==> src/common/cache_pkg.sv <==
// default widths and fixed AXI codes shared by the instruction cache blocks
// modules pull these in with a wildcard import in their header
`default_nettype none

package cache_pkg;

   // address and data widths
   localparam int ADDR_W_DEF        = 16;  // byte address
   localparam int DATA_W_DEF        = 32;  // front-end word
   localparam int BE_DATA_W_DEF     = 64;  // back-end (AXI) word

   // line geometry
   localparam int WORD_OFFSET_W_DEF = 2;   // four front-end words per line
   localparam int NLINES_W_DEF      = 4;   // 16 lines

   // AXI side widths
   localparam int AXI_ID_W_DEF      = 1;
   localparam int AXI_LEN_W_DEF     = 8;

   // fixed AXI attribute codes
   localparam logic [1:0] AXI_BURST_INCR = 2'b01;
   localparam logic [3:0] AXI_CACHE_ATTR = 4'b0011;  // normal, modifiable, bufferable
   localparam logic [1:0] AXI_RESP_OKAY  = 2'b00;

endpackage

`default_nettype wire

==> src/common/refill_if.sv <==
// refill path between the cache controller, the AXI read channel and the line memory
// the controller starts a refill, the channel streams beats into the memory
`timescale 1ns/1ns
`default_nettype none

interface refill_if import cache_pkg::*; #(
   parameter int ADDR_W        = ADDR_W_DEF,
   parameter int DATA_W        = DATA_W_DEF,
   parameter int BE_DATA_W     = BE_DATA_W_DEF,
   parameter int WORD_OFFSET_W = WORD_OFFSET_W_DEF
) ();

   localparam int BE_NBYTES_W = $clog2(BE_DATA_W / 8);
   localparam int LINE2BE_W   = WORD_OFFSET_W - $clog2(BE_DATA_W / DATA_W);
   localparam int LINE_OFF_W  = BE_NBYTES_W + LINE2BE_W;

   logic                          replace_valid;  // one-cycle refill request
   logic [ADDR_W-1:LINE_OFF_W]    replace_addr;   // line address
   logic                          replace;        // refill busy
   logic                          read_valid;     // beat write strobe
   logic [LINE2BE_W-1:0]          read_addr;      // beat index in the line
   logic [BE_DATA_W-1:0]          read_rdata;

   modport ctrl (output replace_valid, output replace_addr, input replace);

   modport channel (
      input  replace_valid, input  replace_addr,
      output replace, output read_valid, output read_addr, output read_rdata
   );

   modport ram (input read_valid, input read_addr, input read_rdata);

endinterface

`default_nettype wire

==> src/cache/cache_ctrl.sv <==
// front-end FSM of the cache: lookup, hit/miss decision, refill launch and held response
// one request is in flight at a time, new requests are taken only in idle
`timescale 1ns/1ns
`default_nettype none

module cache_ctrl import cache_pkg::*; #(
   parameter int ADDR_W        = ADDR_W_DEF,
   parameter int DATA_W        = DATA_W_DEF,
   parameter int BE_DATA_W     = BE_DATA_W_DEF,
   parameter int WORD_OFFSET_W = WORD_OFFSET_W_DEF,
   parameter int NLINES_W      = NLINES_W_DEF
) (
   input  wire                      clk_i,
   input  wire                      reset_i,

   input  wire                      req_valid_i,
   input  wire  [ADDR_W-1:0]        req_addr_i,
   output logic                     req_ready_o,
   output logic                     rsp_valid_o,
   output logic [DATA_W-1:0]        rsp_rdata_o,
   input  wire                      rsp_ready_i,

   refill_if.ctrl                   refill,

   output logic [NLINES_W-1:0]      tag_rd_index_o,
   input  wire  [ADDR_W-NLINES_W-($clog2(DATA_W/8)+WORD_OFFSET_W)-1:0] tag_rd_tag_i,
   input  wire                      tag_rd_valid_i,
   output logic                     tag_wr_en_o,
   output logic [NLINES_W-1:0]      line_index_o,
   output logic [WORD_OFFSET_W-1:0] word_o,
   input  wire  [DATA_W-1:0]        ram_rd_data_i
);

   localparam int FE_NBYTES_W = $clog2(DATA_W / 8);
   localparam int BE_NBYTES_W = $clog2(BE_DATA_W / 8);
   localparam int LINE2BE_W   = WORD_OFFSET_W - $clog2(BE_DATA_W / DATA_W);
   localparam int LINE_OFF_W  = BE_NBYTES_W + LINE2BE_W;  // same as FE_NBYTES_W + WORD_OFFSET_W
   localparam int TAG_W       = ADDR_W - NLINES_W - LINE_OFF_W;

   typedef enum logic [2:0] {
      st_idle,
      st_lookup,
      st_refill,
      st_reread,
      st_respond
   } state_t;

   state_t            state_q;
   logic [ADDR_W-1:0] addr_q;
   logic [DATA_W-1:0] rsp_data_q;
   logic              hit;

   assign hit = tag_rd_valid_i && (tag_rd_tag_i == addr_q[ADDR_W-1 -: TAG_W]);

   assign req_ready_o = (state_q == st_idle);
   assign rsp_valid_o = (state_q == st_respond);
   assign rsp_rdata_o = rsp_data_q;

   // idle reads straight from the request so the lookup cycle sees the stored line
   assign tag_rd_index_o = (state_q == st_idle) ? req_addr_i[LINE_OFF_W +: NLINES_W]
                                                : addr_q[LINE_OFF_W +: NLINES_W];
   assign word_o         = (state_q == st_idle) ? req_addr_i[FE_NBYTES_W +: WORD_OFFSET_W]
                                                : addr_q[FE_NBYTES_W +: WORD_OFFSET_W];
   assign line_index_o   = addr_q[LINE_OFF_W +: NLINES_W];

   assign refill.replace_valid = (state_q == st_lookup) && !hit;
   assign refill.replace_addr  = addr_q[ADDR_W-1:LINE_OFF_W];
   assign tag_wr_en_o          = (state_q == st_refill) && !refill.replace;  // line now in memory

   always_ff @(posedge clk_i or posedge reset_i) begin
      if (reset_i) begin
         state_q <= st_idle;
      end else begin
         case (state_q)
            st_idle:    if (req_valid_i) state_q <= st_lookup;
            st_lookup:  state_q <= hit ? st_respond : st_refill;
            st_refill:  if (!refill.replace) state_q <= st_reread;
            st_reread:  state_q <= st_respond;
            st_respond: if (rsp_ready_i) state_q <= st_idle;
            default:    state_q <= st_idle;
         endcase
      end
   end

   always_ff @(posedge clk_i) begin
      if (req_valid_i && req_ready_o) addr_q <= req_addr_i;
      if ((state_q == st_lookup && hit) || state_q == st_reread) begin
         rsp_data_q <= ram_rd_data_i;
      end
   end

endmodule

`default_nettype wire

==> src/cache/cache_data_ram.sv <==
// line data memory kept as back-end words
// refill beats are written as they arrive, reads return one front-end word a cycle later
`timescale 1ns/1ns
`default_nettype none

module cache_data_ram import cache_pkg::*; #(
   parameter int DATA_W        = DATA_W_DEF,
   parameter int BE_DATA_W     = BE_DATA_W_DEF,
   parameter int WORD_OFFSET_W = WORD_OFFSET_W_DEF,
   parameter int NLINES_W      = NLINES_W_DEF
) (
   input  wire                      clk_i,
   refill_if.ram                    refill,
   input  wire  [NLINES_W-1:0]      wr_index_i,
   input  wire  [NLINES_W-1:0]      rd_index_i,
   input  wire  [WORD_OFFSET_W-1:0] rd_word_i,
   output logic [DATA_W-1:0]        rd_data_o
);

   localparam int SEL_W     = $clog2(BE_DATA_W / DATA_W);  // word within a beat
   localparam int LINE2BE_W = WORD_OFFSET_W - SEL_W;       // beat within a line
   localparam int DEPTH     = 1 << (NLINES_W + LINE2BE_W);

   logic [BE_DATA_W-1:0] mem [DEPTH];
   logic [BE_DATA_W-1:0] be_q;
   logic [SEL_W-1:0]     sel_q;

   always_ff @(posedge clk_i) begin
      if (refill.read_valid) begin
         mem[{wr_index_i, refill.read_addr}] <= refill.read_rdata;
      end
      be_q  <= mem[{rd_index_i, rd_word_i[WORD_OFFSET_W-1 -: LINE2BE_W]}];
      sel_q <= rd_word_i[SEL_W-1:0];  // low word bits pick the lane after the read
   end

   assign rd_data_o = be_q[sel_q*DATA_W +: DATA_W];

endmodule

`default_nettype wire

==> src/cache/cache_read_channel.sv <==
// line refill engine: one AXI4 INCR read burst per line, beats go straight to the line memory
// a burst with any bad beat is issued again once it has drained
`timescale 1ns/1ns
`default_nettype none

module cache_read_channel import cache_pkg::*; #(
   parameter int ADDR_W        = ADDR_W_DEF,
   parameter int DATA_W        = DATA_W_DEF,
   parameter int BE_DATA_W     = BE_DATA_W_DEF,
   parameter int WORD_OFFSET_W = WORD_OFFSET_W_DEF,
   parameter int AXI_ID_W      = AXI_ID_W_DEF,
   parameter int AXI_LEN_W     = AXI_LEN_W_DEF
) (
   input  wire                    clk_i,
   input  wire                    reset_i,

   refill_if.channel              refill,

   output logic [AXI_ID_W-1:0]    axi_arid_o,
   output logic [ADDR_W-1:0]      axi_araddr_o,
   output logic [AXI_LEN_W-1:0]   axi_arlen_o,
   output logic [2:0]             axi_arsize_o,
   output logic [1:0]             axi_arburst_o,
   output logic [3:0]             axi_arcache_o,
   output logic                   axi_arvalid_o,
   input  wire                    axi_arready_i,

   input  wire  [AXI_ID_W-1:0]    axi_rid_i,
   input  wire  [BE_DATA_W-1:0]   axi_rdata_i,
   input  wire  [1:0]             axi_rresp_i,
   input  wire                    axi_rlast_i,
   input  wire                    axi_rvalid_i,
   output logic                   axi_rready_o
);

   localparam int BE_NBYTES_W = $clog2(BE_DATA_W / 8);
   localparam int LINE2BE_W   = WORD_OFFSET_W - $clog2(BE_DATA_W / DATA_W);
   localparam int LINE_OFF_W  = BE_NBYTES_W + LINE2BE_W;

   localparam logic [AXI_LEN_W-1:0] BURST_LEN = AXI_LEN_W'((1 << LINE2BE_W) - 1);

   typedef enum logic [1:0] {
      st_idle,
      st_addr,
      st_load,
      st_end   // covers the line memory read latency
   } state_t;

   state_t               state_q;
   logic [LINE2BE_W-1:0] beat_q;
   logic                 error_q;   // sticky over the whole burst
   logic                 beat_bad;

   // burst attributes never change
   assign axi_arid_o    = '0;
   assign axi_arlen_o   = BURST_LEN;
   assign axi_arsize_o  = 3'(BE_NBYTES_W);  // full back-end width per beat
   assign axi_arburst_o = AXI_BURST_INCR;
   assign axi_arcache_o = AXI_CACHE_ATTR;
   assign axi_araddr_o  = {refill.replace_addr, {LINE_OFF_W{1'b0}}};  // line aligned

   // a beat for another ID is treated like a slave error
   assign beat_bad = (axi_rresp_i != AXI_RESP_OKAY) || (axi_rid_i != axi_arid_o);

   assign refill.read_valid = axi_rvalid_i && (state_q == st_load);
   assign refill.read_addr  = beat_q;
   assign refill.read_rdata = axi_rdata_i;

   always_ff @(posedge clk_i or posedge reset_i) begin
      if (reset_i) begin
         state_q <= st_idle;
         beat_q  <= '0;
         error_q <= 1'b0;
      end else begin
         case (state_q)
            st_idle: begin
               beat_q  <= '0;
               error_q <= 1'b0;
               if (refill.replace_valid) state_q <= st_addr;
            end
            st_addr: begin
               beat_q  <= '0;
               error_q <= 1'b0;
               if (axi_arready_i) state_q <= st_load;
            end
            st_load: begin
               if (axi_rvalid_i) begin
                  if (beat_bad) error_q <= 1'b1;  // keep draining, retry at the end
                  if (axi_rlast_i) begin
                     state_q <= st_end;
                  end else begin
                     beat_q <= beat_q + 1'b1;
                  end
               end
            end
            default: begin
               state_q <= error_q ? st_addr : st_idle;
            end
         endcase
      end
   end

   always_comb begin
      axi_arvalid_o  = 1'b0;
      axi_rready_o   = 1'b0;
      refill.replace = 1'b1;
      case (state_q)
         st_idle: refill.replace = 1'b0;
         st_addr: axi_arvalid_o  = 1'b1;
         st_load: axi_rready_o   = 1'b1;  // never stall R during a burst
         default: ;
      endcase
   end

endmodule

`default_nettype wire

==> src/cache/cache_tag_store.sv <==
// tag and valid bit per cache line, read one cycle after the index is given
// the controller writes a line's tag when its refill completes
`timescale 1ns/1ns
`default_nettype none

module cache_tag_store import cache_pkg::*; #(
   parameter int ADDR_W        = ADDR_W_DEF,
   parameter int DATA_W        = DATA_W_DEF,
   parameter int WORD_OFFSET_W = WORD_OFFSET_W_DEF,
   parameter int NLINES_W      = NLINES_W_DEF,
   parameter int BE_DATA_W     = BE_DATA_W_DEF
) (
   input  wire                         clk_i,
   input  wire                         reset_i,
   input  wire  [NLINES_W-1:0]         rd_index_i,
   output logic [ADDR_W-NLINES_W-
                 ($clog2(BE_DATA_W/8)+WORD_OFFSET_W-
                  $clog2(BE_DATA_W/DATA_W))-1:0] rd_tag_o,
   output logic                        rd_valid_o,
   input  wire                         wr_en_i,
   input  wire  [NLINES_W-1:0]         wr_index_i,
   input  wire  [ADDR_W-NLINES_W-
                 ($clog2(BE_DATA_W/8)+WORD_OFFSET_W-
                  $clog2(BE_DATA_W/DATA_W))-1:0] wr_tag_i
);

   localparam int BE_NBYTES_W = $clog2(BE_DATA_W / 8);
   localparam int LINE2BE_W   = WORD_OFFSET_W - $clog2(BE_DATA_W / DATA_W);
   localparam int TAG_W       = ADDR_W - NLINES_W - LINE2BE_W - BE_NBYTES_W;
   localparam int NLINES      = 1 << NLINES_W;

   logic [TAG_W-1:0]  tag_mem [NLINES];
   logic [NLINES-1:0] valid_q;

   always_ff @(posedge clk_i) begin
      if (wr_en_i) tag_mem[wr_index_i] <= wr_tag_i;
      rd_tag_o <= tag_mem[rd_index_i];
   end

   // valid bits and their read register are control state
   always_ff @(posedge clk_i or posedge reset_i) begin
      if (reset_i) begin
         valid_q    <= '0;
         rd_valid_o <= 1'b0;
      end else begin
         if (wr_en_i) valid_q[wr_index_i] <= 1'b1;
         rd_valid_o <= valid_q[rd_index_i];
      end
   end

endmodule

`default_nettype wire

==> src/source/cache_top.sv <==
// instruction cache top: word read port in front, AXI4 read bursts behind
// all outside signals are plain ports, the refill path runs over refill_if
`timescale 1ns/1ns
`default_nettype none

module cache_top import cache_pkg::*; #(
   parameter int ADDR_W        = ADDR_W_DEF,
   parameter int DATA_W        = DATA_W_DEF,
   parameter int BE_DATA_W     = BE_DATA_W_DEF,
   parameter int WORD_OFFSET_W = WORD_OFFSET_W_DEF,
   parameter int NLINES_W      = NLINES_W_DEF,
   parameter int AXI_ID_W      = AXI_ID_W_DEF,
   parameter int AXI_LEN_W     = AXI_LEN_W_DEF
) (
   input  wire                    clk_i,
   input  wire                    reset_i,

   // front-end
   input  wire                    req_valid_i,
   input  wire  [ADDR_W-1:0]      req_addr_i,
   output logic                   req_ready_o,
   output logic                   rsp_valid_o,
   output logic [DATA_W-1:0]      rsp_rdata_o,
   input  wire                    rsp_ready_i,

   // AXI4 read address and data
   output logic [AXI_ID_W-1:0]    axi_arid_o,
   output logic [ADDR_W-1:0]      axi_araddr_o,
   output logic [AXI_LEN_W-1:0]   axi_arlen_o,
   output logic [2:0]             axi_arsize_o,
   output logic [1:0]             axi_arburst_o,
   output logic [3:0]             axi_arcache_o,
   output logic                   axi_arvalid_o,
   input  wire                    axi_arready_i,
   input  wire  [AXI_ID_W-1:0]    axi_rid_i,
   input  wire  [BE_DATA_W-1:0]   axi_rdata_i,
   input  wire  [1:0]             axi_rresp_i,
   input  wire                    axi_rlast_i,
   input  wire                    axi_rvalid_i,
   output logic                   axi_rready_o
);

   localparam int BE_NBYTES_W = $clog2(BE_DATA_W / 8);
   localparam int LINE2BE_W   = WORD_OFFSET_W - $clog2(BE_DATA_W / DATA_W);
   localparam int TAG_W       = ADDR_W - NLINES_W - LINE2BE_W - BE_NBYTES_W;

   logic [NLINES_W-1:0]      tag_rd_index;
   logic [TAG_W-1:0]         tag_rd_tag;
   logic                     tag_rd_valid;
   logic                     tag_wr_en;
   logic [NLINES_W-1:0]      line_index;
   logic [WORD_OFFSET_W-1:0] word;
   logic [DATA_W-1:0]        ram_rd_data;

   refill_if #(
      .ADDR_W(ADDR_W), .DATA_W(DATA_W), .BE_DATA_W(BE_DATA_W), .WORD_OFFSET_W(WORD_OFFSET_W)
   ) refill_bus ();

   cache_ctrl #(
      .ADDR_W(ADDR_W), .DATA_W(DATA_W), .BE_DATA_W(BE_DATA_W),
      .WORD_OFFSET_W(WORD_OFFSET_W), .NLINES_W(NLINES_W)
   ) ctrl_inst (
      .clk_i, .reset_i,
      .req_valid_i, .req_addr_i, .req_ready_o,
      .rsp_valid_o, .rsp_rdata_o, .rsp_ready_i,
      .refill         (refill_bus.ctrl),
      .tag_rd_index_o (tag_rd_index),
      .tag_rd_tag_i   (tag_rd_tag),
      .tag_rd_valid_i (tag_rd_valid),
      .tag_wr_en_o    (tag_wr_en),
      .line_index_o   (line_index),
      .word_o         (word),
      .ram_rd_data_i  (ram_rd_data)
   );

   cache_tag_store #(
      .ADDR_W(ADDR_W), .DATA_W(DATA_W), .WORD_OFFSET_W(WORD_OFFSET_W),
      .NLINES_W(NLINES_W), .BE_DATA_W(BE_DATA_W)
   ) tag_store_inst (
      .clk_i, .reset_i,
      .rd_index_i (tag_rd_index),
      .rd_tag_o   (tag_rd_tag),
      .rd_valid_o (tag_rd_valid),
      .wr_en_i    (tag_wr_en),
      .wr_index_i (line_index),
      .wr_tag_i   (refill_bus.replace_addr[ADDR_W-1 -: TAG_W])  // tag part of the line address
   );

   cache_data_ram #(
      .DATA_W(DATA_W), .BE_DATA_W(BE_DATA_W),
      .WORD_OFFSET_W(WORD_OFFSET_W), .NLINES_W(NLINES_W)
   ) data_ram_inst (
      .clk_i,
      .refill     (refill_bus.ram),
      .wr_index_i (line_index),
      .rd_index_i (tag_rd_index),
      .rd_word_i  (word),
      .rd_data_o  (ram_rd_data)
   );

   cache_read_channel #(
      .ADDR_W(ADDR_W), .DATA_W(DATA_W), .BE_DATA_W(BE_DATA_W),
      .WORD_OFFSET_W(WORD_OFFSET_W), .AXI_ID_W(AXI_ID_W), .AXI_LEN_W(AXI_LEN_W)
   ) read_channel_inst (
      .clk_i, .reset_i,
      .refill (refill_bus.channel),
      .axi_arid_o, .axi_araddr_o, .axi_arlen_o, .axi_arsize_o,
      .axi_arburst_o, .axi_arcache_o, .axi_arvalid_o, .axi_arready_i,
      .axi_rid_i, .axi_rdata_i, .axi_rresp_i, .axi_rlast_i, .axi_rvalid_i,
      .axi_rready_o
   );

endmodule

`default_nettype wire
==> config.mk <==
export PLATFORM = sky130hd
export DESIGN_NAME = cache_top
export DESIGN_NICKNAME = d
export VERILOG_FILES = /design/src/common/cache_pkg.sv /design/src/common/refill_if.sv /design/src/cache/cache_ctrl.sv /design/src/cache/cache_data_ram.sv /design/src/cache/cache_read_channel.sv /design/src/cache/cache_tag_store.sv /design/src/source/cache_top.sv
export SDC_FILE = /design/constraint.sdc
export NUM_CORES = 2
export LEC_CHECK = 0
export BUFFER_PORTS_ARGS = -buffer_cell sky130_fd_sc_hd__clkbuf_2
export CAP_MARGIN = 40
export CORE_MARGIN = 10
export CORE_UTILIZATION = 45
export DETAILED_ROUTE_END_ITERATION = 10
export PLACE_DENSITY = 0.58
export SETUP_SLACK_MARGIN = 0.05
export SYNTH_ARGS = -nofsm -noshare
export SYNTH_HDL_FRONTEND = slang
export SYNTH_SLANG_ARGS = --single-unit
==> constraint.sdc <==
create_clock -name clk_i -period 5.3 [get_ports clk_i]
set_clock_uncertainty 0.1 [all_clocks]
set_input_delay 0.53 -clock clk_i [delete_from_list [all_inputs] [get_ports clk_i]]
set_output_delay 0.53 -clock clk_i [all_outputs]
set_load 0.01 [all_outputs]
# ---- Word-level counts from Yosys, hierarchy flattened
# Memories as Yosys holds them, arrays and structs flattened. A register that Yosys moved wholly into a read port is not among the register bits.
# Index checks and enable logic that the tools add are counted.
dict set report totals {
  mem_bits_rw 2176
  regBits 73
  wordCells 81
  inputBits 90
  output_inout_bits 70
  n_memories 2
}
# name depth word_bits read_ports rd_clocked_by_memory_dff write_ports line
set mem_list {}
lappend mem_list {data_ram_inst.mem 32 64 1 1 1 cache_data_ram.sv:24} ;# logic [BE_DATA_W-1:0] mem [DEPTH];
lappend mem_list {tag_store_inst.tag_mem 16 8 1 1 1 cache_tag_store.sv:32} ;# logic [TAG_W-1:0] tag_mem [NLINES];
dict set report classes {
  magnitude_cmp 3
  eq_ne 16
  bitwise 1
  n_reduce_logical 19
  muxes 29
  add_sub_neg 1
  n_shift 1
}
# cell count
set ops {}
lappend ops {{64-bit by 7-bit variable part select with 32-bit output} 1}
lappend ops {{16-bit OR} 1}
lappend ops {{3-bit case mux with 5 select lines} 1}
lappend ops {{1-bit two-way mux} 13}
lappend ops {{3-bit two-way mux} 4}
lappend ops {{2-bit inequality test (second input constant)} 6}
lappend ops {{4-bit by 5-bit < comparator with 1-bit output (second input constant)} 2}
lappend ops {{2-bit two-way mux} 5}
lappend ops {{3-bit AND reduction} 3}
lappend ops {{8-bit equality test} 1}
lappend ops {{1-bit logical AND} 7}
lappend ops {{3-bit by 2-bit equality test with 1-bit output (second input constant)} 2}
lappend ops {{2-bit by 1-bit inequality test with 1-bit output (second input constant)} 3}
lappend ops {{2-bit case mux with 3 select lines} 1}
lappend ops {{1-bit binary-select mux with 4-bit select} 1}
lappend ops {{1-bit demux with 4-bit select} 1}
lappend ops {{4-bit by 1-bit >= comparator with 1-bit output (second input constant)} 1}
lappend ops {{4-bit two-way mux} 1}
lappend ops {{1-bit case mux with 2 select lines} 2}
lappend ops {{4-bit AND reduction} 1}
lappend ops {{2-bit nonzero test} 2}
lappend ops {{3-bit by 1-bit equality test with 1-bit output (second input constant)} 1}
lappend ops {{3-bit equality test (second input constant)} 1}
lappend ops {{3-bit logical NOT} 1}
lappend ops {{7 further kinds} 8}

# ---- Logic depth before layout (Yosys ltp)
dict set report logic_depth {
  word_depth 6
  depth_mapped 11
  depth_no_buf 7
}

# ---- By module
# Synthesis repeated with hierarchy kept, for this count alone.
dict set report unflattened {
  hier_cells 3779
  hier_area_um2 87301.2
}
# module seq_area_each_um2 n_inst area_per_inst_um2 cells_each
set modules_own_cells {}
lappend modules_own_cells {cache_data_ram 62800.2 1 78539.1 3275}
lappend modules_own_cells {cache_tag_store 4429.2 1 5804.3 271}
lappend modules_own_cells {cache_ctrl 1456.4 1 1864.3 98}
lappend modules_own_cells {cache_read_channel 100.1 1 1093.5 135}

# ---- Worst setup path before layout
# No wires, ideal clock.
dict set report synth_timing {
  kind {reg2reg}
  startpoint {reg ctrl_inst.addr_q[4]}
  endpoint {mem data_ram_inst.mem[11][0] (netlist name) (enable)}
  path_slack_ns 0.419
  t_required_ns 4.714
  arrival_time_ns 4.294
  setup_ns 0.486
  synth_period_minus_slack_ns 4.881
  path_buffers 3
  stages_incl_launch_ff 6
  cell_sequence {edfxtp_1 buf_2 buf_1 clkbuf_1 nand4_1 nor2_1}
}
# element line
set synth_lines {}
lappend synth_lines {{from (decl)} cache_ctrl.sv:49} ;# logic [ADDR_W-1:0] addr_q;
lappend synth_lines {{from (signal assigned)} cache_ctrl.sv:86} ;# if (req_valid_i && req_ready_o) addr_q <= req_addr_i;
lappend synth_lines {{to (decl)} cache_data_ram.sv:24}
# Straight into the memory's write port.

# ---- Worst setup path after layout
dict set report layout_timing {
  startpoint {reg ctrl_inst.state_q[2]}
  endpoint {reg data_ram_inst.be_q[21], read port of data_ram_inst.mem}
}
dict set report layout_via {
  elab_chain_cells 2
  word_cells_on_any_way 3
  classes_between {2 x mux; 1 x reduce/logical}
}
# element line
set layout_lines {}
lappend layout_lines {{from (decl)} cache_ctrl.sv:48} ;# state_t state_q;
lappend layout_lines {{from (signal assigned)} cache_ctrl.sv:72} ;# state_q <= st_idle;
lappend layout_lines {{from (signal assigned)} cache_ctrl.sv:75} ;# st_idle: if (req_valid_i) state_q <= st_lookup;
lappend layout_lines {{from (signal assigned)} cache_ctrl.sv:76} ;# st_lookup: state_q <= hit ? st_respond : st_refill;
lappend layout_lines {{3-bit logical NOT (*)} {cache_ctrl.sv:60, cache_ctrl.sv:62}}
lappend layout_lines {{2-bit two-way mux / 4-bit two-way mux (equally long branches)} {cache_ctrl.sv:62, cache_ctrl.sv:60}}
lappend layout_lines {{to (decl)} cache_data_ram.sv:25} ;# logic [BE_DATA_W-1:0] be_q;
# Every way passes the cells marked *; elsewhere a longest branch is shown, timed or not.
# A chain may end at the register's enable or synchronous reset.

==> reports/qor.txt <==
CP Class: reg2reg
Global-route wire length before repair: 386000 um
Worst Hold End: read_channel_inst.refill.read_addr$_DFFE_PP0P_
Met1 wire length: 110000 um
R2r endpoint: data_ram_inst.be_q[21]$_DFF_P_
F_max: 244 MHz
Iteration-0 DRC Markers: 6233
IO Count: 160
Die H: 473 um
Initial antenna violation count: 21
First drt pass iteration count: 5
Final hold slack: 0.0546 ns
Routability congestion estimate: 0.777
Vias/cell: 5.99
Mapped cell area: 92300 sq um
IO buf count: 135
Dpl cells: 8988
Fin crit period: 4.10 ns
Max Used Layer: met5
# setup viols final: 0
Sequential share of the synthesized area: 74.5%
Syn Area/Cell: 14.4 sq um
CTS max path bufs: 3
Layout area overhead: 13.9%
Ranking of synthesized cells by area: edfxtp_1 (72%), mux2i_1 (4.8%), nand2_1 (4.5%)
Total negative setup slack: 0 ns
CORE AREA: 204000 sq um
CP Capture Type: flip-flop
Worst Path Max Fanout: 30
Post-CTS Hold Buffers: 19
Worst Tran Pin Value: 0.982 ns
Die W: 473 um
Post-Route WL: 268000 um
Clock Tree Root: clkbuf_16
Aggregate global routing overflow: 0
Commonest non-fill, non-tap cells in the layout: edfxtp_1 (2222), nand2_1 (1097), nand3_1 (453), mux2i_1 (439), a21oi_1 (325)
Number of synthesized flops with an enable pin: 2222
Max-slew violations: 0
Number of fill cells: 17.0k
Met3 wire length: 18800 um
Reg clk slew, reported paths: 0.06 ns
Reg2Reg Launch Point: ctrl_inst.state_q[2]$_DFFE_PP0P_
Post-CTS setup buffers: 0
Commonest non-fill, non-tap cell in the layout: edfxtp_1
Rows: 166
Area share of the largest cell type after synthesis: 72.3%
Max IR drop VDD: 472 uV
Max-cap violations: 0
Share of cells above drive strength 1: 12.7%
Die area: 224000 sq um
Pwr Density: 513 nW/um^2
Non-Filler Instances: 9459
RSZ-0062 raised after global routing: no
Synthesized flop and latch total: 2319
Hold Path Origin: axi_rvalid_i
CTS tree: done
Net count, final: 6650
Hold WC Path Type: in2reg
Reg2reg path depth: 7
Yosys top cell by area: edfxtp_1
Ys Warns: 0
Avg WL per Cell: 28.3 um
Startpoint class of the critical path: flip-flop
Initial Util: 45.2%
Total Routing Usage GR: 23.3%
Status: complete, no violations
Final worst path period share: 77.4%
Resize count post-CTS: 0
DRC violation count after routing: 0
Clock latency on the worst-skew pair: 0.88 ns
Critical path arrival: 4.77 ns
Synth cell types: 77
Dpl hpwl: 148000 um
H-tree levels: 4
CP Data Required Time: 5.97 ns
Vias: 56.6k
Hold depth: 5
Metal2 WL: 129000 um
Cells after synthesis: 6403
CP startpoint: ctrl_inst.state_q[2]$_DFFE_PP0P_
CTS Buf Count: 235
Routed Antenna Nets: 0
Ys async rst share: 1.03%
Clk sinks: 2319
Top flip-flop cell by instance count after synthesis: edfxtp_1
Largest net degree at the start of global routing: 132
Max-slew headroom: 34.5%
Core Util, Final: 51.4%
R2R Setup Slk: 1.20 ns
Final Hold Fails: 0
Lkg Pwr: 0.0355 uW
Number of global-route vias before repair: 54.8k
[critical path, cell delays in order, from the launching register on]
cell and delay [ns]:
dfrtp_1 0.60, or3_4 0.67, inv_4 0.37, mux2i_1 0.53
and2_4 0.73, nand2_1 0.51, a211o_1 0.37, nand4_1 0.08
[worst max-delay path by stage]
stage | endpoint | slack (ns) | depth (start not counted)
finish | data_ram_inst.be_q[21]$_DFF_P_ | 1.20 | 7
global route | data_ram_inst.be_q[21]$_DFF_P_ | 1.09 | 7
CTS | data_ram_inst.be_q[3]$_DFF_P_ | 1.19 | 7
detailed placement | data_ram_inst.be_q[52]$_DFF_P_ | 1.21 | 7
global placement | data_ram_inst.be_q[52]$_DFF_P_ | 1.27 | 7
floorplan | data_ram_inst.mem[11][0]$_DFFE_PP_ | 0.42 | 5
[registers in the layout (all words and copies together) (netlist names)]
signal                              count
ctrl_inst.state_q                       3
read_channel_inst.error_q               1
ctrl_inst.addr_q                       14
read_channel_inst.state_q               2
tag_store_inst.valid_q                 16
data_ram_inst.be_q                     64
read_channel_inst.refill.read_addr      1
tag_store_inst.rd_valid_o               1
tag_store_inst.tag_mem                128
data_ram_inst.mem                    2048
tag_store_inst.rd_tag_o                 8
data_ram_inst.sel_q                     1
ctrl_inst.rsp_rdata_o                  32
[cell usage after synthesis, types with 10 or more instances]
cell,count
and3_1,101
mux2_2,70
buf_1,48
o211ai_1,29
buf_2,130
a211o_1,10
dfrtp_1,24
mux2i_1,441
dfxtp_1,73
nor2b_1,51
nor2_1,175
o22ai_1,37
nand3_1,453
buf_4,47
clkbuf_1,248
o21ai_1,10
o221ai_1,19
a211oi_1,81
a22oi_1,25
a221oi_1,56
a21oi_1,325
a2111oi_0,45
nor4_1,50
nand2_1,1102
edfxtp_1,2222
o2111ai_1,90
a31oi_1,144
a32oi_1,26
o21ai_0,68
or2_2,16
nand4_1,57
[power by group]
part | internal [uW] | switching, uW | total, uW
registers | 21000 | 512 | 21500
clock network | 9130 | 7010 | 16100
logic | 5040 | 11300 | 16300
total | 35100 | 18800 | 53900
[stage by stage]
step | instance area [sq um] | setup WS (ns) | total power, uW
finish | 105000 | 1.20 | 53900
global route | 105000 | 1.09 | 56200
CTS | 105000 | 1.19 | 54100
detailed placement | 97400 | 1.21 | 38100
global placement | 96800 | 1.27 | 37800
floorplan | 92400 | 0.419 | 31900
[cells by family (layout without fill, tap and decap cells)]
logic type,count (synthesis),in the layout,synth area share (%)
buffers and inverters,483,825,2.35
and+or+nand+nor,2054,2054,9.90
muxes,517,517,5.76
xor gates and xnor gates,9,9,0.0854
adders and majority gates,4,4,0.0542
DFF,2319,2319,74.5
AOI/OAI and AO/OA,1015,1015,7.34
other,2,28,0.00813
[routing by layer]
metal / track usage, % / up-vias
met3: 3.52 / 509
met4: 8.33 / 6
met5: 0 / -
met2: 38.4 / 2215
li1: - / 24900
met1: 31.4 / 29000
[area by class of cell]
type | instances | area [sq um] | area share, %
diodes | 6 | 15.0 | 0.0143
clock buffers | 345 | 6690 | 6.36
clock inverters | 101 | 880 | 0.837
inverters | 8 | 32.5 | 0.0309
multi-input cells | 3621 | 21900 | 20.8
flip-flops and latches | 2319 | 68800 | 65.4
well taps | 2688 | 3360 | 3.20
repair buffers | 371 | 3510 | 3.34
Power figures use the tool's default switching activity.
